<file path="config.mk">
export PLATFORM = sky130hd
export DESIGN_NAME = warp_ctl_top
export DESIGN_NICKNAME = d
export VERILOG_FILES = /design/src/hw/gpu_config_pkg.sv /design/src/hw/warp_ctl_pkg.sv /design/src/hw/barrier_table.sv /design/src/hw/ipdom_stack.sv /design/src/hw/warp_ctl_top.sv /design/src/hw/warp_sched.sv
export SDC_FILE = /design/constraint.sdc
export NUM_CORES = 1
export LEC_CHECK = 0
export BUFFER_PORTS_ARGS = -buffer_cell sky130_fd_sc_hd__buf_2
export CORE_AREA = 2 2 272 301
export DETAILED_ROUTE_END_ITERATION = 6
export DIE_AREA = 0 0 274 303
export GPL_TIMING_DRIVEN = 0
export SYNTH_ARGS = -nofsm -noshare
export SYNTH_HDL_FRONTEND = slang
export SYNTH_HIERARCHICAL = 1
export SYNTH_SLANG_ARGS = --single-unit
</file>
<file path="constraint.sdc">
create_clock -name clk -period 8.45 [get_ports clk]
set_input_delay 0 -clock clk [delete_from_list [all_inputs] [get_ports clk]]
set_output_delay 0 -clock clk [all_outputs]
set_load 0.01 [all_outputs]
</file>
<file path="src/hw/gpu_config_pkg.sv">
package gpu_config_pkg;

    // Core geometry
    localparam int NUM_WARPS    = 4;
    localparam int NUM_THREADS  = 4;
    localparam int NW_BITS      = 2;

    // Barrier resources
    localparam int NUM_BARRIERS = 4;
    localparam int BAR_BITS     = 2;

    // Reconvergence stack, one per warp
    localparam int STACK_DEPTH  = 3;
    localparam int SP_BITS      = $clog2(STACK_DEPTH + 1);

    // Entry layout is {fall-through flag, pc, thread mask}
    localparam int STACK_W      = 1 + 32 + NUM_THREADS;

    // Reset PC of warp 0
    localparam logic [31:0] STARTUP_ADDR = 32'h8000_0000;

endpackage

</file>
<file path="src/hw/warp_ctl_pkg.sv">
package warp_ctl_pkg;

    import gpu_config_pkg::*;

    // Control commands from the execute stage
    typedef enum logic [2:0] {
        OP_TMC,
        OP_WSPAWN,
        OP_SPLIT,
        OP_JOIN,
        OP_BAR,
        OP_HALT
    } ctl_op_e;

    // Split operands, also reused by TMC and WSPAWN through later_mask
    typedef struct packed {
        logic [NUM_THREADS-1:0] new_mask;
        logic [NUM_THREADS-1:0] later_mask;
    } split_view_t;

    // Barrier operands
    typedef struct packed {
        logic [2:0]          pad;
        logic [BAR_BITS-1:0] bar_id;
        logic [NW_BITS:0]    bar_count;
    } bar_view_t;

    typedef union packed {
        split_view_t split;
        bar_view_t   bar;
    } ctl_word_u;

endpackage

</file>
<file path="src/hw/barrier_table.sv">
`timescale 1ns/10ps

module barrier_table
    import gpu_config_pkg::*;
(
    input  logic                 clk,
    input  logic                 reset,
    input  logic                 bar_arrive,
    input  logic [BAR_BITS-1:0]  bar_id,
    input  logic [NW_BITS:0]     bar_count,
    input  logic [NW_BITS-1:0]   bar_warp,
    output logic [NUM_WARPS-1:0] bar_stall_mask
);

    logic [NUM_WARPS-1:0] arrived [NUM_BARRIERS];
    logic [NUM_WARPS-1:0] next_set;
    logic [NW_BITS:0]     arrive_cnt;
    logic                 release_bar;

    // Waiting warps plus the one arriving now
    assign next_set = arrived[bar_id] | (NUM_WARPS'(1) << bar_warp);

    always_comb begin
        arrive_cnt = '0;
        for (int w = 0; w < NUM_WARPS; w++) begin
            arrive_cnt = arrive_cnt + (NW_BITS + 1)'(next_set[w]);
        end
    end

    assign release_bar = arrive_cnt >= bar_count;

    always_ff @(posedge clk) begin
        if (reset) begin
            for (int b = 0; b < NUM_BARRIERS; b++) begin
                arrived[b] <= '0;
            end
        end else if (bar_arrive) begin
            // Last arrival frees every waiting warp at once
            if (release_bar) begin
                arrived[bar_id] <= '0;
            end else begin
                arrived[bar_id] <= next_set;
            end
        end
    end

    // A warp held at any barrier is out of scheduling
    always_comb begin
        bar_stall_mask = '0;
        for (int b = 0; b < NUM_BARRIERS; b++) begin
            bar_stall_mask = bar_stall_mask | arrived[b];
        end
    end

endmodule

</file>
<file path="src/hw/ipdom_stack.sv">
`timescale 1ns/10ps

module ipdom_stack
    import gpu_config_pkg::*;
(
    input  logic               clk,
    input  logic               reset,
    input  logic               push,
    input  logic               pop,
    input  logic [STACK_W-1:0] q_fall,
    input  logic [STACK_W-1:0] q_save,
    output logic [STACK_W-1:0] top
);

    logic [STACK_W-1:0] mem [STACK_DEPTH];
    logic [SP_BITS-1:0] count;

    // A split takes two slots, so it needs room for both
    always_ff @(posedge clk) begin
        if (reset) begin
            count <= '0;
        end else if (push) begin
            if (count <= SP_BITS'(STACK_DEPTH - 2)) begin
                count <= count + SP_BITS'(2);
            end
        end else if (pop && count != '0) begin
            count <= count - 1'b1;
        end
    end

    // Saved entry sits above the fall-through entry
    always_ff @(posedge clk) begin
        if (push && count <= SP_BITS'(STACK_DEPTH - 2)) begin
            mem[count]        <= q_fall;
            mem[count + 1'b1] <= q_save;
        end
    end

    assign top = (count == '0) ? '0 : mem[count - 1'b1];

endmodule

</file>
<file path="src/hw/warp_ctl_top.sv">
`timescale 1ns/10ps

module warp_ctl_top
    import gpu_config_pkg::*;
    import warp_ctl_pkg::*;
(
    input  logic                   clk,
    input  logic                   reset,
    input  logic                   stall,

    input  logic                   ctl_valid,
    input  ctl_op_e                ctl_op,
    input  logic [NW_BITS-1:0]     ctl_warp,
    input  ctl_word_u              ctl_word,
    input  logic [31:0]            ctl_pc,
    input  logic                   dont_split,

    input  logic                   branch_valid,
    input  logic                   branch_taken,
    input  logic [31:0]            branch_dest,
    input  logic [NW_BITS-1:0]     branch_warp,

    input  logic                   wstall,
    input  logic [NW_BITS-1:0]     wstall_warp,

    output logic                   issue_valid,
    output logic [NW_BITS-1:0]     issue_warp,
    output logic [31:0]            issue_pc,
    output logic [NUM_THREADS-1:0] issue_mask,
    output logic                   busy
);

    logic                              bar_arrive;
    logic [BAR_BITS-1:0]               bar_id;
    logic [NW_BITS:0]                  bar_count;
    logic [NW_BITS-1:0]                bar_warp;
    logic [NUM_WARPS-1:0]              bar_stall_mask;

    logic [NUM_WARPS-1:0]              stack_push;
    logic [NUM_WARPS-1:0]              stack_pop;
    logic [STACK_W-1:0]                q_fall;
    logic [STACK_W-1:0]                q_save;
    logic [NUM_WARPS-1:0][STACK_W-1:0] stack_top;

    barrier_table barriers (
        .clk            (clk),
        .reset          (reset),
        .bar_arrive     (bar_arrive),
        .bar_id         (bar_id),
        .bar_count      (bar_count),
        .bar_warp       (bar_warp),
        .bar_stall_mask (bar_stall_mask)
    );

    // One reconvergence stack per warp, shared push operands
    for (genvar i = 0; i < NUM_WARPS; i++) begin : g_stacks
        ipdom_stack stack (
            .clk    (clk),
            .reset  (reset),
            .push   (stack_push[i]),
            .pop    (stack_pop[i]),
            .q_fall (q_fall),
            .q_save (q_save),
            .top    (stack_top[i])
        );
    end

    warp_sched sched (
        .clk            (clk),
        .reset          (reset),
        .stall          (stall),
        .ctl_valid      (ctl_valid),
        .ctl_op         (ctl_op),
        .ctl_warp       (ctl_warp),
        .ctl_word       (ctl_word),
        .ctl_pc         (ctl_pc),
        .dont_split     (dont_split),
        .branch_valid   (branch_valid),
        .branch_taken   (branch_taken),
        .branch_dest    (branch_dest),
        .branch_warp    (branch_warp),
        .wstall         (wstall),
        .wstall_warp    (wstall_warp),
        .bar_stall_mask (bar_stall_mask),
        .stack_top      (stack_top),
        .bar_arrive     (bar_arrive),
        .bar_id         (bar_id),
        .bar_count      (bar_count),
        .bar_warp       (bar_warp),
        .stack_push     (stack_push),
        .stack_pop      (stack_pop),
        .q_fall         (q_fall),
        .q_save         (q_save),
        .issue_valid    (issue_valid),
        .issue_warp     (issue_warp),
        .issue_pc       (issue_pc),
        .issue_mask     (issue_mask),
        .busy           (busy)
    );

endmodule

</file>
<file path="src/hw/warp_sched.sv">
`timescale 1ns/10ps

module warp_sched
    import gpu_config_pkg::*;
    import warp_ctl_pkg::*;
(
    input  logic                                clk,
    input  logic                                reset,
    input  logic                                stall,

    input  logic                                ctl_valid,
    input  ctl_op_e                             ctl_op,
    input  logic [NW_BITS-1:0]                  ctl_warp,
    input  ctl_word_u                           ctl_word,
    input  logic [31:0]                         ctl_pc,
    input  logic                                dont_split,

    input  logic                                branch_valid,
    input  logic                                branch_taken,
    input  logic [31:0]                         branch_dest,
    input  logic [NW_BITS-1:0]                  branch_warp,

    input  logic                                wstall,
    input  logic [NW_BITS-1:0]                  wstall_warp,

    input  logic [NUM_WARPS-1:0]                bar_stall_mask,
    input  logic [NUM_WARPS-1:0][STACK_W-1:0]   stack_top,

    output logic                                bar_arrive,
    output logic [BAR_BITS-1:0]                 bar_id,
    output logic [NW_BITS:0]                    bar_count,
    output logic [NW_BITS-1:0]                  bar_warp,
    output logic [NUM_WARPS-1:0]                stack_push,
    output logic [NUM_WARPS-1:0]                stack_pop,
    output logic [STACK_W-1:0]                  q_fall,
    output logic [STACK_W-1:0]                  q_save,

    output logic                                issue_valid,
    output logic [NW_BITS-1:0]                  issue_warp,
    output logic [31:0]                         issue_pc,
    output logic [NUM_THREADS-1:0]              issue_mask,
    output logic                                busy
);

    logic [NUM_WARPS-1:0]   active;
    logic [NUM_WARPS-1:0]   stalled;
    logic [NUM_WARPS-1:0]   visible;
    logic [NUM_WARPS-1:0]   no_split;
    logic [31:0]            pc   [NUM_WARPS];
    logic [NUM_THREADS-1:0] mask [NUM_WARPS];

    logic [NUM_WARPS-1:0]   eligible;
    logic [NUM_WARPS-1:0]   vis_elig;
    logic [NUM_WARPS-1:0]   cand;
    logic [NW_BITS-1:0]     chosen;
    logic                   found;
    logic                   blocked;
    logic                   advance;
    logic                   refill;

    logic                   join_fall;
    logic [31:0]            join_pc;
    logic [NUM_THREADS-1:0] join_mask;

    // Warps with an empty mask have nothing to run
    always_comb begin
        for (int w = 0; w < NUM_WARPS; w++) begin
            eligible[w] = active[w] && !stalled[w] && !bar_stall_mask[w] && (mask[w] != '0);
        end
    end

    assign vis_elig = visible & eligible;
    assign cand     = (vis_elig != '0) ? vis_elig : eligible;

    // Lowest index wins
    always_comb begin
        chosen = '0;
        for (int w = NUM_WARPS - 1; w >= 0; w--) begin
            if (cand[w]) begin
                chosen = NW_BITS'(w);
            end
        end
    end

    assign found = cand != '0;

    // Same-cycle updates to the chosen warp hold issue back
    assign blocked = (ctl_valid && (ctl_op == OP_JOIN || ctl_warp == chosen))
                   || (branch_valid && branch_warp == chosen)
                   || (wstall && wstall_warp == chosen);

    assign issue_valid = found && !blocked && !reset;
    assign issue_warp  = chosen;
    assign issue_pc    = pc[chosen];
    assign issue_mask  = mask[chosen];
    assign busy        = active != '0;

    assign advance = issue_valid && !stall;
    assign refill  = (vis_elig == '0) && !blocked && !stall;

    // Barrier request straight from the command
    assign bar_arrive = ctl_valid && ctl_op == OP_BAR;
    assign bar_id     = ctl_word.bar.bar_id;
    assign bar_count  = ctl_word.bar.bar_count;
    assign bar_warp   = ctl_warp;

    assign q_fall = {1'b1, 32'b0, mask[ctl_warp]};
    assign q_save = {1'b0, ctl_pc, ctl_word.split.later_mask};

    always_comb begin
        for (int w = 0; w < NUM_WARPS; w++) begin
            stack_push[w] = ctl_valid && ctl_op == OP_SPLIT && !dont_split
                         && ctl_warp == NW_BITS'(w);
            stack_pop[w]  = ctl_valid && ctl_op == OP_JOIN && !no_split[w]
                         && ctl_warp == NW_BITS'(w);
        end
    end

    assign {join_fall, join_pc, join_mask} = stack_top[ctl_warp];

    always_ff @(posedge clk) begin
        if (reset) begin
            active   <= NUM_WARPS'(1);
            visible  <= NUM_WARPS'(1);
            stalled  <= '0;
            no_split <= '0;
            for (int w = 0; w < NUM_WARPS; w++) begin
                pc[w]   <= STARTUP_ADDR;
                mask[w] <= NUM_THREADS'(1);
            end
        end else begin
            if (refill) begin
                visible <= eligible;
            end

            if (advance) begin
                visible[chosen] <= 1'b0;
                pc[chosen]      <= pc[chosen] + 32'd4;
            end

            if (ctl_valid) begin
                case (ctl_op)
                    OP_TMC: begin
                        mask[ctl_warp]    <= ctl_word.split.later_mask;
                        stalled[ctl_warp] <= 1'b0;
                    end
                    OP_WSPAWN: begin
                        // Only idle warps are started
                        for (int w = 0; w < NUM_WARPS; w++) begin
                            if (ctl_word.split.later_mask[w] && !active[w]) begin
                                active[w]  <= 1'b1;
                                stalled[w] <= 1'b0;
                                pc[w]      <= ctl_pc;
                                mask[w]    <= NUM_THREADS'(1);
                            end
                        end
                    end
                    OP_SPLIT: begin
                        stalled[ctl_warp]  <= 1'b0;
                        no_split[ctl_warp] <= dont_split;
                        if (!dont_split) begin
                            mask[ctl_warp] <= ctl_word.split.new_mask;
                        end
                    end
                    OP_JOIN: begin
                        no_split[ctl_warp] <= 1'b0;
                        if (!no_split[ctl_warp]) begin
                            mask[ctl_warp] <= join_mask;
                            if (!join_fall) begin
                                pc[ctl_warp] <= join_pc;
                            end
                        end
                    end
                    OP_BAR: begin
                        // Arrival ends the decode stall, barrier holds it now
                        stalled[ctl_warp] <= 1'b0;
                    end
                    OP_HALT: begin
                        active[ctl_warp]  <= 1'b0;
                        visible[ctl_warp] <= 1'b0;
                    end
                    default: begin
                    end
                endcase
            end

            if (wstall) begin
                stalled[wstall_warp] <= 1'b1;
                visible[wstall_warp] <= 1'b0;
            end

            // Branch resolution wins over a same-cycle wstall
            if (branch_valid) begin
                stalled[branch_warp] <= 1'b0;
                if (branch_taken) begin
                    pc[branch_warp] <= branch_dest;
                end
            end
        end
    end

endmodule

</file>
Word-level counts from Yosys, hierarchy flattened
Memories as Yosys holds them, arrays and structs flattened.
Cells that the tools add are included.
- add/subtract/negate cells: 16
- magnitude comparators: 13
- equality and inequality tests: 19
- shift-type cells: 1
- muxes and demuxes: 143
- bitwise gates (word level): 28
- reductions and logical operators: 112
- operator list (operator ; count):
    $mux W37 ; 5
    $mux W32 ; 5
    $mux W4 ; 23
    $mux W1 ; 81
    $bmux W37 S2 ; 1
    $logic_and A1 B1 Y1 ; 52
    $mux W2 ; 19
    $add A32 B3 Y32 const B ; 1
    $and A4 B4 Y4 ; 8
    $reduce_or A32 Y1 ; 1
    $reduce_bool A4 Y1 ; 7
    $pmux W4 S2 ; 3
    $logic_not A1 Y1 ; 20
    $or A4 B4 Y4 ; 5
    $reduce_bool A2 Y1 ; 10
    $not A4 Y4 ; 4
    $lt A2 B3 Y1 const B ; 4
    $reduce_and A3 Y1 ; 4
    $or A1 B1 Y1 ; 11
    $logic_not A2 Y1 ; 5
    $reduce_and A2 Y1 ; 5
    $add A2 B1 Y2 const B ; 4
    $add A2 B2 Y2 const B ; 4
    $demux W1 S2 ; 4
    22 further kinds ; 46
- bits in registers: 24
- memory bits (writable): 604
- input port bits: 89
- output and inout bits: 40
- logic and storage cells: 350
- memories kept: 7
- memory list (name ; depth ; bits a word ; read ports ; clocked after memory_dff ; write ports ; line ; source):
    sched.pc ; 4 ; 32 ; 1 ; 0 ; 6 ; warp_sched.sv:49 ; logic [31:0] pc [NUM_WARPS];
    g_stacks[0].stack.mem ; 3 ; 37 ; 1 ; 0 ; 2 ; ipdom_stack.sv:15 ; logic [STACK_W-1:0] mem [STACK_DEPTH];
    g_stacks[1].stack.mem ; 3 ; 37 ; 1 ; 0 ; 2 ; ipdom_stack.sv:15 ;
    g_stacks[2].stack.mem ; 3 ; 37 ; 1 ; 0 ; 2 ; ipdom_stack.sv:15 ;
    g_stacks[3].stack.mem ; 3 ; 37 ; 1 ; 0 ; 2 ; ipdom_stack.sv:15 ;
    barriers.arrived ; 4 ; 4 ; 5 ; 0 ; 4 ; barrier_table.sv:15 ; logic [NUM_WARPS-1:0] arrived [NUM_BARRIERS];
    +1 memories ; -- ; -- ; -- ; -- ; -- ; -- ;

Longest topological paths before layout
An unclocked memory read counts as a cell.
- depth in word-level cells: 33
- gate-level depth with buffers: 17
- gate-level depth less buffers: 14

Modules after synthesis
Netlist, hierarchy kept.
- by module, submodules not included (module ; times used ; cells an instance ; area an instance (µm²) ; sequential area each (µm²)):
    ipdom_stack at g_stacks[0].stack ... ; 3 ; 390 ; 6277.3 ; 3373.2
    warp_sched ; 1 ; 1348 ; 12319.3 ; 4644.5
    ipdom_stack at g_stacks[1].stack ; 1 ; 386 ; 6012.0 ; 3373.2
    barrier_table ; 1 ; 75 ; 959.7 ; 480.5

Worst setup path before layout
No wires, ideal clock.
- path type: reg2reg
- start point: memory barriers.arrived[1][2]
- end point: memory sched.pc[1][0], enable pin
- library setup time: 0.561 ns
- arrival: 3.792 ns
- data required time: 7.889 ns
- path slack: 4.097 ns
- stages on the path, launching flop included: 13
- path buffers: 1
- period minus slack after synthesis: 4.353 ns
- cells stage by stage: edfxtp_1 or4_1 or3b_2 o2bb2ai_1 a311oi_1 a21oi_1 buf_2 xnor2_1 nand2_1 o2111ai_1 nor2_1 nor2_1 nand3_1
- RTL lines (what ; line):
    start: declaration ; barrier_table.sv:15
    end: declaration ; warp_sched.sv:49

==> metrics.md <==
| Metric | Value |
|---|---|
| Core ar. | `0.0799 sq mm` |
| Die Span Y | `roughly 300 microns` |
| Setup CP Type | `flip-flop to flip-flop` |
| Setup TNS | `0 ns` |
| Maxcap violations | `0` |
| Nets@finish | `between 3000 and 4000` |
| Fmax | `around 0.15 GHz` |
| Setup slack, reg-to-reg | `1.89 ns` |
| Synth top area share | `0.476` |
| Share of layout cells above drive strength 1 | `0.288` |
| Row count | `between 100 and 150` |
| HP Class | `input port to flip-flop` |
| Crit. End Element | `flip-flop` |
| Synth Cell Area | `0.0381 sq mm` |
| YS warnings | `6` |
| Global-route wire length before repair | `195000 microns` |
| Power Total | `around 7.3 mW` |
| WL/cell | `roughly 31 microns` |
| Largest net degree at the start of global routing | `38` |
| Post-Syn Instances | `2979` |
| Crit Path Max Fanout | `10` |
| RSZ-0062 raised after global routing | `false` |
| I/O pin total | `129` |
| DP HPWL | `approximately 100000 microns` |
| CP max stage delay | `0.66 ns` |
| Slew headroom | `0.159` |
| Pre-Repair DR Iteration Count | `7` |
| Synth area leaders | `edfxtp_1, mux2_4, mux2i_1` |
| Number of synthesized flops with an enable pin | `604` |
| Synth Flop Type | `edfxtp_1` |
| Worst-margin pin slew | `1.25 ns` |
| Remaining DRCs | `0` |
| Most frequent cells in the layout | `edfxtp_1, nor2_1, mux2_4, mux2i_1, a211oi_1` |
| Gr ovfl total | `0` |
| Post-route minimum period | `between 6 and 7 ns` |
| IO buf count | `124` |
| Slowest stage cell on the critical path | `clkbuf_1` |
| Power Dens Cells | `166 mW/mm^2` |
| Final hold vios | `0` |
| Final Skew | `0.0220 ns` |
| CTS tree | `built` |
| Setup Slack @ Placement | `2.38 ns` |
| Cell taking the most area after synthesis | `edfxtp_1` |
| Max-slew violation count | `0` |
| Sequential share of the synthesized area | `0.488` |
| Final Util | `0.551` |
| Final WS setup | `1.89 ns` |
| Initial antenna violation count | `3` |
| Vias in the first global route | `27800` |
| Startpoint class of the critical path | `flip-flop` |
| CP bufs+invs | `7` |
| Fin Hold WS | `0.0302 ns` |
| Total Wirelength | `139000 microns` |
| Initial core utilization | `0.477` |
| GP Congestion | `around 0.97` |
| Synth cell types | `99` |
| Avg Inst Size Synth | `roughly 13 sq um` |
| Final setup fails | `0` |
| Outcome | `completed` |
| Most common cell after layout, fill and taps aside | `edfxtp_1` |
| Clock slew at reported path FFs | `roughly 0.06 ns` |
| Top Family by Delay on Critical Path | `buffers and inverters` |
| Die ar. | `0.0830 sq mm` |
| Critical Path RT | `8.83 ns` |
| Number of synthesized register bits | `628` |
| CP cell instances | `clkbuf_1, buf_4, buf_6, inv_1, ha_1, clkbuf_1, a211oi_1, mux4_2, nand2b_1, nand3_1, or2_2, clkbuf_1, o21ai_1, a221oi_1, nor2_1, dlygate4sd3_1` |
| GRT Total Usage | `0.329` |
| Most common cell on crit path | `clkbuf_1` |
| Area Growth Syn to Fin | `15.6%` |
| # H-tree levels | `3` |
| Clk buf depth | `3` |
| Sink Count | `628` |
| Worst vdd ir | `0.000130 V` |
| CTS root buffer | `clkbuf_16` |
| Inserted Clock Buffers | `68` |
| Crit path DAT | `6.94 ns` |
| Die extent in x | `between 200 and 300 microns` |
| DRC marker count from the first detailed-route iteration | `3384` |
| Asr flop ratio synth | `0` |
| Remaining antenna violation count | `0` |
| Via-to-Cell Ratio | `6.37` |
| Via count | `28200` |
| Leak | `15.5 nW` |
| Later-pin clock latency in the skew report | `0.63 ns` |
| Final period util | `0.776` |
-- metal layers --
metal / track usage / up-vias / wire length, microns
li1: - / 12100 / -
met1: 0.413 / 14000 / 53000
met2: 0.555 / 1659 / 66300
met3: 0.0566 / 427 / 11800
met4: 0.155 / 0 / 7410
met5: 0 / - / 0
-- power by group --
group          total, mW  switching [mW]  internal [mW]
Clock               3.16            1.33           1.83
Combinational      0.685           0.382          0.303
Sequential          3.49          0.0204           3.47
-- area by class of cell --
class,instances,area [sq um]
fill,6693,35900
clock inverter,51,607
buffer,296,2220
tap,1054,1320
sequential,628,18600
timing repair buffer,244,2060
clock buffer,73,1720
antenna,2,5.00
inverter,40,150
multi-input combinational,2047,17400
-- sequential cells by signal (all words and copies together), names as in the netlist --
| signal | count |
|---|---|
| sched/mask | 16 |
| sched/stalled | 4 |
| g_stacks.stack/count | 8 |
| sched/no_split | 4 |
| sched/active | 4 |
| sched/pc | 128 |
| g_stacks.stack/mem | 444 |
| barriers/arrived | 16 |
| sched/visible | 4 |
-- cell usage after synthesis, drive strengths merged (6+ instances only) --
library cell	n
a211oi	153
a21o	14
a21oi	124
a221o	20
a221oi	84
a222oi	6
a22o	7
a22oi	37
a2bb2oi	12
a31oi	15
a32o	11
a32oi	8
and2	24
and3	21
buf	185
clkbuf	111
dfxtp	24
edfxtp	604
ha	29
inv	40
mux2	444
mux2i	160
mux4	30
nand2	111
nand2b	26
nand3	39
nand4	11
nor2	363
nor2b	23
nor3	18
nor3b	9
nor4	11
nor4b	8
o21a	18
o21ai	54
o22a	7
o22ai	7
o2bb2ai	11
or2	7
or4	10
xnor2	23
-- what timing repair did --
action | 4_1_cts | 5_1_grt
resized for setup | 0 | 0
hold buffers | 100 | 0
setup buffers | 0 | 0
hold endpoints to repair | 278 | 0
-- worst paths after layout --
check | from | end | cells after the start
worst max register to register | g_stacks[3].stack/count[0] | sched/pc[2][8] | 16
worst min-delay path | ctl_pc[18] | sched/pc[0][18] | 3
worst min register to register | sched/no_split[2] | sched/no_split[2] | 2
worst max-delay path | g_stacks[3].stack/count[0] | sched/pc[2][8] | 16
-- metrics by stage --
step,cells,area [sq um]
3_5_place_dp,4209,40700
3_3_place_gp,4189,40200
4_1_cts,4433,44100
6_report,4435,44100
5_1_grt,4433,44100
2_1_floorplan,3011,38200
-- cell families after synthesis --
group / after synthesis / synth area share
buf+inv: 336 / 0.0621
xor+xnor: 26 / 0.00617
other cells: 2 / 0.000197
fa+ha+maj: 30 / 0.0100
compound gates: 616 / 0.119
flops: 628 / 0.488
mux: 634 / 0.222
simple gates: 707 / 0.0913
-- worst reg2reg max path, delay by kind of cell, from the launching register on --
kind	cells	cell delay, ns
AND/OR/NAND/NOR	4	0.73
adder cells (fa/ha/maj)	1	0.33
flip-flops	1	0.42
AO/OA/AOI/OAI	3	1.18
buffers and inverters	7	3.09
multiplexers	1	0.58
(Power assumes the default switching activity.)
